`config.mk`:
```
export PLATFORM = sky130hd
export DESIGN_NAME = pkt_filter_top
export DESIGN_NICKNAME = d
export VERILOG_FILES = /design/src/pkt_pkg.sv /design/src/pkt_checksum_check.sv /design/src/pkt_drop_fifo.sv /design/src/pkt_out_stage.sv /design/src/pkt_filter_top.sv
export SDC_FILE = /design/constraint.sdc
export NUM_CORES = 2
export LEC_CHECK = 0
export ABC_AREA = 1
export BUFFER_PORTS_ARGS = -buffer_cell sky130_fd_sc_hd__buf_2
export CAP_MARGIN = 40
export CORE_ASPECT_RATIO = 0.8
export CORE_UTILIZATION = 55
export DETAILED_ROUTE_END_ITERATION = 8
export PLACE_DENSITY = 0.8
export SYNTH_ARGS = -nofsm -noshare
export SYNTH_HDL_FRONTEND = slang
export SYNTH_HIERARCHICAL = 1
export SYNTH_SLANG_ARGS = --single-unit
```
`constraint.sdc`:
```
create_clock -name clk -period 5.1 [get_ports clk]
set_input_delay 0.51 -clock clk [delete_from_list [all_inputs] [get_ports clk]]
set_output_delay 0.51 -clock clk [all_outputs]
set_load 0.02 [all_outputs]
```
`src/pkt_pkg.sv`:
```
//-----------------------------------------------------------
// Shared widths, FIFO depth and stored word type for the
// packet filter. Modules refer to these by scoped names.
//-----------------------------------------------------------

package pkt_pkg;

  // Data word width
  localparam int DATA_W = 32;

  // Packet FIFO entries, must be a power of two
  localparam int FIFO_DEPTH = 64;

  // FIFO address width
  localparam int ADDR_W = $clog2(FIFO_DEPTH);

  // Drop counter width, wraps on overflow
  localparam int CNT_W = 16;

  // Word as held in the FIFO and carried by the output stage
  typedef struct packed {
    logic [DATA_W-1:0] data;
    logic              last;
  } pkt_word_t;

endpackage

```
`src/pkt_checksum_check.sv`:
```
//-----------------------------------------------------------
// Input side of the packet filter. Keeps a running XOR over
// each packet and marks the last word when the checksum is
// wrong or the source flagged an error. Counts such packets.
// The data path is combinational to the FIFO.
//-----------------------------------------------------------

`timescale 1ns/1ps

module pkt_checksum_check (
  input  logic                      clk,
  input  logic                      i_arst_n,

  // From the source
  input  logic                      i_valid,
  input  logic [pkt_pkg::DATA_W-1:0] i_data,
  input  logic                      i_last,
  input  logic                      i_error,
  output logic                      o_ready,

  // Towards the packet FIFO
  output logic                      o_valid,
  output logic [pkt_pkg::DATA_W-1:0] o_data,
  output logic                      o_last,
  output logic                      o_error,
  input  logic                      i_ready,

  output logic [pkt_pkg::CNT_W-1:0]  o_drop_count
);

  logic [pkt_pkg::DATA_W-1:0] run_xor;
  logic                       accept;
  logic                       bad_sum;

  // Straight pass of the handshake and payload
  assign o_valid = i_valid;
  assign o_data  = i_data;
  assign o_last  = i_last;
  assign o_ready = i_ready;

  assign accept  = i_valid & i_ready;

  // The checksum word must equal the XOR of everything before it
  assign bad_sum = (i_data != run_xor);
  assign o_error = i_last & (bad_sum | i_error);

  // Running XOR of the current packet, cleared after its last word
  always_ff @(posedge clk or negedge i_arst_n) begin
    if (!i_arst_n) begin
      run_xor <= '0;
    end else if (accept) begin
      if (i_last) begin
        run_xor <= '0;
      end else begin
        run_xor <= run_xor ^ i_data;
      end
    end
  end

  // One count per packet that the FIFO will drop
  always_ff @(posedge clk or negedge i_arst_n) begin
    if (!i_arst_n) begin
      o_drop_count <= '0;
    end else if (accept && o_error) begin
      o_drop_count <= o_drop_count + 1'b1;
    end
  end

  // Source holds its word while the FIFO is not ready
  property p_source_hold;
    @(posedge clk) disable iff (!i_arst_n)
      (i_valid && !o_ready) |=>
        (i_valid && $stable(i_data) && $stable(i_last) && $stable(i_error));
  endproperty
  a_source_hold: assert property (p_source_hold)
    else $error("ERR: source word changed while stalled");

endmodule

```
`src/pkt_drop_fifo.sv`:
```
//-----------------------------------------------------------
// Packet-mode FIFO. Words are written as they arrive but
// only complete packets become visible to the read side.
// A last word with the error mark rewinds the write pointer
// to the end of the last good packet, dropping the packet.
// Packets must be shorter than the FIFO depth.
//-----------------------------------------------------------

`timescale 1ns/1ps

module pkt_drop_fifo (
  input  logic                       clk,
  input  logic                       i_arst_n,

  // Write side, from the checksum checker
  input  logic                       i_valid,
  input  logic [pkt_pkg::DATA_W-1:0] i_data,
  input  logic                       i_last,
  input  logic                       i_error,
  output logic                       o_ready,

  // Read side, towards the output stage
  output logic                       o_valid,
  output pkt_pkg::pkt_word_t         o_word,
  input  logic                       i_ready
);

  pkt_pkg::pkt_word_t mem [pkt_pkg::FIFO_DEPTH];

  // Pointers carry an extra wrap bit for the full test
  logic [pkt_pkg::ADDR_W:0] wr_ptr;
  logic [pkt_pkg::ADDR_W:0] good_ptr;
  logic [pkt_pkg::ADDR_W:0] rd_ptr;
  logic [pkt_pkg::ADDR_W:0] used;

  // Completed packets written and read, with wrap bit
  logic [pkt_pkg::ADDR_W:0] pkt_in_cnt;
  logic [pkt_pkg::ADDR_W:0] pkt_out_cnt;

  pkt_pkg::pkt_word_t wr_word;
  pkt_pkg::pkt_word_t head;
  logic               full;
  logic               wr_en;
  logic               rd_en;
  logic               pkt_avail;
  logic               load_out;

  assign used  = wr_ptr - rd_ptr;
  assign full  = (wr_ptr[pkt_pkg::ADDR_W] != rd_ptr[pkt_pkg::ADDR_W]) &&
                 (wr_ptr[pkt_pkg::ADDR_W-1:0] == rd_ptr[pkt_pkg::ADDR_W-1:0]);

  assign o_ready = ~full;
  assign wr_en   = i_valid & ~full;

  assign wr_word = '{data: i_data, last: i_last};

  // Storage, written for every accepted word including dropped ones
  always_ff @(posedge clk) begin
    if (wr_en) begin
      mem[wr_ptr[pkt_pkg::ADDR_W-1:0]] <= wr_word;
    end
  end

  // Write pointer with rewind on a marked last word
  always_ff @(posedge clk or negedge i_arst_n) begin
    if (!i_arst_n) begin
      wr_ptr     <= '0;
      good_ptr   <= '0;
      pkt_in_cnt <= '0;
    end else if (wr_en) begin
      if (i_last && i_error) begin
        wr_ptr <= good_ptr;
      end else begin
        wr_ptr <= wr_ptr + 1'b1;
      end
      if (i_last && !i_error) begin
        good_ptr   <= wr_ptr + 1'b1;
        pkt_in_cnt <= pkt_in_cnt + 1'b1;
      end
    end
  end

  // Something committed is waiting when the packet counts differ
  assign pkt_avail = (pkt_in_cnt != pkt_out_cnt);
  assign head      = mem[rd_ptr[pkt_pkg::ADDR_W-1:0]];

  // Output register is free when empty or being taken this cycle
  assign load_out  = ~o_valid | i_ready;
  assign rd_en     = load_out & pkt_avail;

  always_ff @(posedge clk or negedge i_arst_n) begin
    if (!i_arst_n) begin
      rd_ptr      <= '0;
      pkt_out_cnt <= '0;
      o_valid     <= 1'b0;
    end else begin
      if (load_out) begin
        o_valid <= pkt_avail;
      end
      if (rd_en) begin
        rd_ptr <= rd_ptr + 1'b1;
        // A packet counts as read once its last word leaves memory
        if (head.last) begin
          pkt_out_cnt <= pkt_out_cnt + 1'b1;
        end
      end
    end
  end

  always_ff @(posedge clk) begin
    if (rd_en) begin
      o_word <= head;
    end
  end

  // Occupancy within the depth, commit point between read and write
  property p_ptr_order;
    @(posedge clk) disable iff (!i_arst_n)
      (used <= pkt_pkg::FIFO_DEPTH) && ((good_ptr - rd_ptr) <= used);
  endproperty
  a_ptr_order: assert property (p_ptr_order)
    else $error("ERR: FIFO pointers out of order");

  // Reads never run into words of an unfinished packet
  property p_read_committed;
    @(posedge clk) disable iff (!i_arst_n)
      rd_en |-> (rd_ptr != good_ptr);
  endproperty
  a_read_committed: assert property (p_read_committed)
    else $error("ERR: read past the last good packet");

endmodule

```
`src/pkt_out_stage.sv`:
```
//-----------------------------------------------------------
// Two-entry register stage for a valid/ready link. The
// second entry catches the word in flight when the consumer
// stalls, so o_ready comes straight from a flop.
//-----------------------------------------------------------

`timescale 1ns/1ps

module pkt_out_stage #(
  parameter type T = logic [7:0]
) (
  input  logic clk,
  input  logic i_arst_n,

  // Upstream
  input  logic i_valid,
  input  T     i_payload,
  output logic o_ready,

  // Downstream
  output logic o_valid,
  output T     o_payload,
  input  logic i_ready
);

  T     skid_payload;
  logic skid_valid;
  logic in_fire;
  logic load_out;

  // Ready only while the skid entry is empty
  assign o_ready  = ~skid_valid;
  assign in_fire  = i_valid & o_ready;
  assign load_out = ~o_valid | i_ready;

  always_ff @(posedge clk or negedge i_arst_n) begin
    if (!i_arst_n) begin
      o_valid    <= 1'b0;
      skid_valid <= 1'b0;
    end else if (load_out) begin
      // Skid entry drains first; input is blocked while it is full
      o_valid    <= skid_valid | in_fire;
      skid_valid <= 1'b0;
    end else if (in_fire) begin
      skid_valid <= 1'b1;
    end
  end

  always_ff @(posedge clk) begin
    if (load_out) begin
      o_payload <= skid_valid ? skid_payload : i_payload;
    end
    if (o_ready) begin
      skid_payload <= i_payload;
    end
  end

  // Upstream holds its word while this stage is not ready
  property p_upstream_hold;
    @(posedge clk) disable iff (!i_arst_n)
      (i_valid && !o_ready) |=> (i_valid && $stable(i_payload));
  endproperty
  a_upstream_hold: assert property (p_upstream_hold)
    else $error("ERR: input word changed while stalled");

endmodule

```
`src/pkt_filter_top.sv`:
```
//-----------------------------------------------------------
// Packet filter top level. Chains the checksum checker, the
// dropping packet FIFO and the output register stage. Good
// packets pass unchanged, bad ones are dropped and counted.
//-----------------------------------------------------------

`timescale 1ns/1ps

module pkt_filter_top (
  input  logic                       clk,
  input  logic                       i_arst_n,

  input  logic                       i_valid,
  input  logic [pkt_pkg::DATA_W-1:0] i_data,
  input  logic                       i_last,
  input  logic                       i_error,
  output logic                       o_ready,

  output logic                       o_valid,
  output logic [pkt_pkg::DATA_W-1:0] o_data,
  output logic                       o_last,
  input  logic                       i_ready,

  output logic [pkt_pkg::CNT_W-1:0]  o_drop_count
);

  // Checker to FIFO
  logic                       chk_valid;
  logic [pkt_pkg::DATA_W-1:0] chk_data;
  logic                       chk_last;
  logic                       chk_error;
  logic                       chk_ready;

  // FIFO to output stage
  logic                       rd_valid;
  pkt_pkg::pkt_word_t         rd_word;
  logic                       rd_ready;

  pkt_pkg::pkt_word_t         out_word;

  pkt_checksum_check u_check (
    .clk          (clk),
    .i_arst_n     (i_arst_n),
    .i_valid      (i_valid),
    .i_data       (i_data),
    .i_last       (i_last),
    .i_error      (i_error),
    .o_ready      (o_ready),
    .o_valid      (chk_valid),
    .o_data       (chk_data),
    .o_last       (chk_last),
    .o_error      (chk_error),
    .i_ready      (chk_ready),
    .o_drop_count (o_drop_count)
  );

  pkt_drop_fifo u_fifo (
    .clk      (clk),
    .i_arst_n (i_arst_n),
    .i_valid  (chk_valid),
    .i_data   (chk_data),
    .i_last   (chk_last),
    .i_error  (chk_error),
    .o_ready  (chk_ready),
    .o_valid  (rd_valid),
    .o_word   (rd_word),
    .i_ready  (rd_ready)
  );

  pkt_out_stage #(.T(pkt_pkg::pkt_word_t)) u_out (
    .clk       (clk),
    .i_arst_n  (i_arst_n),
    .i_valid   (rd_valid),
    .i_payload (rd_word),
    .o_ready   (rd_ready),
    .o_valid   (o_valid),
    .o_payload (out_word),
    .i_ready   (i_ready)
  );

  // Split the stored word back into loose outputs
  assign o_data = out_word.data;
  assign o_last = out_word.last;

endmodule

```
# --- Yosys cells after proc, flatten, opt, wreduce, memory -nomap -nowiden ---
# Memory sizes are Yosys's and may differ from the RTL's.
# Cells that the tools add are included.
word_totals:
  elab_cells: 54
  mem_bits_rw: 2112
  mem_count: 1
  output_inout_bits: 51
  register_bits: 185
  input_bits: 38
memory_table:
  columns: ["name", "words", "width", "rd", "rd_ports_with_merged_regs", "wr", "line_no", "text"]
  rows:
  - ["u_fifo.mem", 64, 33, 1, 0, 1, "pkt_drop_fifo.sv:28", "pkt_pkg::pkt_word_t mem [pkt_pkg::FIFO_DEPTH];"]
classes:
  n_addsub: 5
  eq_ne: 4
  bitwise_logic: 13
  n_mux: 7
  n_reduce_logical: 8
ops:
  columns: ["op", "n"]
  rows:
  - ["$mux W33", 1]
  - ["$mux W32", 1]
  - ["$ne A32 B32 Y1", 1]
  - ["$xor A32 B32 Y32", 1]
  - ["$add A7 B1 Y7 const B", 4]
  - ["$add A16 B1 Y16 const B", 1]
  - ["$mux W7", 1]
  - ["$ne A7 B7 Y1", 1]
  - ["$eq A6 B6 Y1", 1]
  - ["$and A1 B1 Y1", 4]
  - ["$logic_and A1 B1 Y1", 4]
  - ["$mux W1", 4]
  - ["$not A1 Y1", 4]
  - ["$or A1 B1 Y1", 4]
  - ["$reduce_and A2 Y1", 2]
  - ["$reduce_bool A2 Y1", 1]
  - ["$logic_not A1 Y1", 1]
  - ["$ne A1 B1 Y1", 1]

# --- Logic depth before layout (Yosys ltp) ---
depth:
  ltp_word: 6
  ltp_mapped: 17
  ltp_nobuf: 15

# --- By module ---
# The synthesis kept the hierarchy.
by_module_without_submodules:
  columns: ["mod", "instances", "area_per_inst_um2", "cells_per_inst", "seq_area_each_um2"]
  rows:
  - ["pkt_drop_fifo", 1, 85809.8, 6467, 65312.6]
  - ["pkt_checksum_check", 1, 2896.5, 372, 1201.2]
  - ["pkt_out_stage", 1, 2229.6, 180, 1701.6]

# --- Worst setup path after synthesis ---
# OpenSTA, ideal clock, no wires.
synth_path:
  path_type: "reg-to-reg"
  start: "reg u_fifo/wr_ptr[0] (netlist bit)"
  end: "mem u_fifo/mem[31][0] (netlist bit) (enable)"
  slack_ps: 1243
  path_buffers: 0
  path_stages_with_launch: 5
  arrival_time_ps: 3393
  required_ps: 4636
  synth_period_minus_slack_ps: 3857
  setup_time_ps: 464
  cell_sequence: "dfrtp_1 > inv_4 > nor2_1 > inv_1 > nor3_1"
synth_between:
  elab_chain_cells: 6
synth_rtl:
  columns: ["item", "line_no", "text"]
  rows:
  - ["start, declared", "pkt_drop_fifo.sv:31", "logic [pkt_pkg::ADDR_W:0] wr_ptr;"]
  - ["start signal, assigned", "pkt_drop_fifo.sv:72", "wr_ptr <= good_ptr;"]
  - ["start signal, assigned", "pkt_drop_fifo.sv:74", "wr_ptr <= wr_ptr + 1'b1;"]
  - ["$eq A6 B6 Y1", "pkt_drop_fifo.sv:50", "(wr_ptr[pkt_pkg::ADDR_W-1:0] == rd_ptr[pkt_pkg::ADDR_W-1:0]);"]
  - ["$logic_and A1 B1 Y1", "pkt_drop_fifo.sv:49", "assign full = (wr_ptr[pkt_pkg::ADDR_W] != rd_ptr[pkt_pkg::ADDR_W]) &&"]
  - ["$not A1 Y1", "pkt_drop_fifo.sv:53", "assign wr_en = i_valid & ~full;"]
  - ["$and A1 B1 Y1", "pkt_drop_fifo.sv:53", null]
  - ["$mux W1", "pkt_drop_fifo.sv:59", "if (wr_en) begin"]
  - ["$mux W1 (not written as such)", "pkt_drop_fifo.sv:60", "mem[wr_ptr[pkt_pkg::ADDR_W-1:0]] <= wr_word;"]
  - ["end, declared", "pkt_drop_fifo.sv:28", null]
# Several ways; a longest one is shown, not always the timed one.

# --- Final worst setup path ---
layout_path:
  start: "reg u_fifo/rd_ptr[0] (netlist bit)"
  end: "mem u_fifo/mem[61][5] (netlist bit) (enable)"
layout_between:
  elab_chain_cells: 6
layout_rtl:
  columns: ["item", "line_no", "text"]
  rows:
  - ["start, declared", "pkt_drop_fifo.sv:33", "logic [pkt_pkg::ADDR_W:0] rd_ptr;"]
  - ["start signal, assigned", "pkt_drop_fifo.sv:101", "rd_ptr <= rd_ptr + 1'b1;"]
  - ["$eq A6 B6 Y1", "pkt_drop_fifo.sv:50", null]
  - ["$logic_and A1 B1 Y1", "pkt_drop_fifo.sv:49", null]
  - ["$not A1 Y1", "pkt_drop_fifo.sv:53", null]
  - ["$and A1 B1 Y1", "pkt_drop_fifo.sv:53", null]
  - ["$mux W1", "pkt_drop_fifo.sv:59", null]
  - ["$mux W1 (not written as such)", "pkt_drop_fifo.sv:60", null]
# Every way passes these cells.

==> metrics <==
period utilization 74.9%; CP startpoint kind flip-flop; area grow syn2layout 11.0%; area of placed instances 0.0940 mm²; maximum vdd drop 0.619 mV; Initial DRT Pass Iterations 9; Required @ worst endpoint 5640 ps; DP HPWL 137,000 µm; synth top area cells edfxtp_1 (72%), o21ai_0 (5.9%), nor2_1 (5.4%); Post-DRT Antenna Nets 0; Inserted Clock Buffers 211; GP Congestion 0.895; initial antenna violation count 15; cell taking the most area after synthesis edfxtp_1; Tot GR Track Use 29.5%; Max-Cap Viols 0; Via density 6.51; most common cell in the netlist edfxtp_1; CP max FO 72; Synth Cell Area 0.0909 mm²; first-pass GRT wire length 367,000 µm; Async SR Flop Fraction 3.74%; worst-margin pin slew 1020 ps; Via Count 60,900; Core Area 0.164 mm²; drt wl/cell 26.7 µm; CP peak stage delay 880 ps; Initial Utilization 55.4%; CTS tree done; Static Leak 33.2 nW; setup tns final 0 ps; crit path time final 3820 ps; syn avg cell area 13.0 µm²; Setup crit end kind flip-flop; FF-to-FF Start u_fifo/rd_ptr[0]$_DFFE_PN0P_; outcome complete, no violations; CTS clk-pin slew, worst paths 60 ps; hold endpoint u_check/run_xor[17]$_DFFE_PN0P_; R2R depth 10; Cell Chain, Critical Path inv_8, nand2_1, nand4_1, nor2_1, nand4_2, nand2_2, inv_4, nand4_4, nor2_4, buf_4; Post-Synthesis Cells 7,019; largest net degree at the start of global routing 210; Seq/Total Area, Yosys 75.0%; Fillers 11,300; post-synth top area share 71.9%; die area 0.167 mm²; sinks on the clock net 2,297; Net count, final 7,055; final setup fails 0; top-level port count 89; Hold Path Cell Cnt 3; PortBufs 88; vias in the first global route 58,000; critical path class flip-flop to flip-flop; Worst R2R End u_fifo/mem[61][5]$_DFFE_PP_; critical path startpoint u_fifo/rd_ptr[0]$_DFFE_PN0P_; WP buf/inv 3; Max Slew Vio Count 0; fin area 0.101 mm²; worst-skew pair later-pin latency 860 ps; yosys warns 6; min-delay src i_data[17]; Total Routed Length 250,000 µm; Data arrival, critical path 4360 ps; initial DRC count 10,600; Post-route DRC 0; CTS root buf clkbuf_16; Top delay family on crit path simple AND/OR/NAND/NOR gates; layout cells sized above 1 9.61%; DIE HEIGHT 366 µm; Pwr Total 0.0570 W; PD cells 565 mW/mm²; R2R setup slack 1280 ps; RSZ-0062 raised after global routing no; Max clock buf depth 3; post-synth cell types 44; Final Hold Viols 0; row count 133; fmax 0.262 GHz; post-synthesis sequential element count 2,297; Die W 457 µm; Synth top cells by count edfxtp_1 (2,178), nor2_1 (1,318), o21ai_0 (1,064); global route overflow 0; predominant post-synthesis flop cell edfxtp_1; HP Class primary input to flip-flop; Post-synth EDFFs 2,178; Post-Syn Nets 7,062; Slew Limit Headroom 32.1%; number of H-tree levels 4; CP max stage cell nor2_4; clk_skew 35.1 ps
==> worst max path at each step <==
stage	endpoint	slack, ps	depth (start not counted)
floorplan	u_fifo/mem[31][0]$_DFFE_PP_	1240	4
global placement	u_fifo/mem[38][17]$_DFFE_PP_	1360	10
detailed placement	u_fifo/mem[61][10]$_DFFE_PP_	1440	10
CTS	u_fifo/mem[61][5]$_DFFE_PP_	1390	10
global route	u_fifo/mem[44][27]$_DFFE_PP_	1240	10
finish	u_fifo/mem[61][5]$_DFFE_PP_	1280	10
==> per-stage QoR <==
| step | setup slack [ps] | util, % | hold WS [ps] | std cells |
|---|---|---|---|---|
| 4_1_cts | 1390 | 61.5 | 1.28 | 9353 |
| 3_3_place_gp | 1360 | 57.0 | 394 | 8926 |
| 5_1_grt | 1240 | 61.5 | 34.6 | 9353 |
| 2_1_floorplan | 1240 | - | 214 | 7019 |
| 6_report | 1280 | 61.5 | 23.4 | 9355 |
| 3_5_place_dp | 1440 | 57.2 | 393 | 8942 |
==> cells in the final DEF (no fill, tap or decap), drive strengths merged <==
master       netlist  final
edfxtp          2178   2178
nor2            1320   1320
o21ai           1107   1107
nand2            622    622
nand3            324    324
o22ai            277    277
clkbuf           252    277
buf              254    269
o211ai           193    193
inv               98    107
a21oi             90     90
clkinv             2     87
dfrtp             86     86
o221ai            67     67
xnor2             37     37
nand4             35     35
dfxtp             33     33
xor2              25     25
bufinv             1     19
dlygate4sd3        0     17
nor3               7      7
clkinvlp           0      5
ha                 5      5
or2                3      3
diode              0      2
nand3b             2      2
and3               1      1
==> flip-flops by register name, summed over array words and instances (netlist names) <==
register and cells:
u_check/o_drop_count 16, u_check/run_xor 32, u_fifo/good_ptr 7, u_fifo/mem 2112
u_fifo/o_valid 1, u_fifo/o_word 33, u_fifo/pkt_in_cnt 7, u_fifo/pkt_out_cnt 7
u_fifo/rd_ptr 7, u_fifo/wr_ptr 7, u_out/o_payload 33, u_out/o_valid 1
u_out/skid_payload 33, u_out/skid_valid 1
==> timing repair <==
item | 4_1_cts | 5_1_grt
gates resized for setup | 0 | 0
buffers inserted | 0 | 0
hold buffers | 17 | 0
hold endpoints to repair | 46 | 0
==> layout make-up <==
| type | instances | area [µm²] | share of cell area [%] |
|---|---|---|---|
| tap | 2160 | 2700 | 2.68 |
| inverter | 101 | 435 | 0.431 |
| multi-input combinational | 4115 | 20300 | 20.1 |
| clock inverter | 117 | 1100 | 1.09 |
| sequential | 2297 | 68200 | 67.6 |
| clock buffer | 277 | 5700 | 5.65 |
| timing repair buffer | 286 | 2510 | 2.49 |
| antenna | 2 | 5.00 | 0.00496 |
==> report_power, final <==
group | switching [W] | leakage (nW) | total (W) | internal, W
Clock | 0.00684 | 3.31 | 0.0156 | 0.00878
Sequential | 0.000786 | 21.1 | 0.0228 | 0.0220
Combinational | 0.0138 | 8.82 | 0.0186 | 0.00479
==> worst min-delay path: stages <==
cell,delay [ps]
buf_2,100
xnor2_1,120
o21ai_0,80
==> metal layers <==
metal | part of all wire, % | global-route usage, %
met5 | 0.044 | 0
met4 | 5.0 | 13.6
met3 | 15 | 8.47
met2 | 45 | 44.8
met1 | 35 | 39.8
==> cell families (layout without fill, tap and decap cells) <==
kind of cell | Yosys count | after routing | synth area share, %
AND/OR/NAND/NOR | 2314 | 2314 | 10.3
other | 0 | 2 | 0
XOR/XNOR | 62 | 62 | 0.597
flip-flops | 2297 | 2297 | 75.0
buffers and inverters | 607 | 781 | 3.22
AO/OA/AOI/OAI | 1734 | 1734 | 10.8
adder cells (fa/ha/maj) | 5 | 5 | 0.0688
No activity file was read; power rests on OpenSTA's default activity.
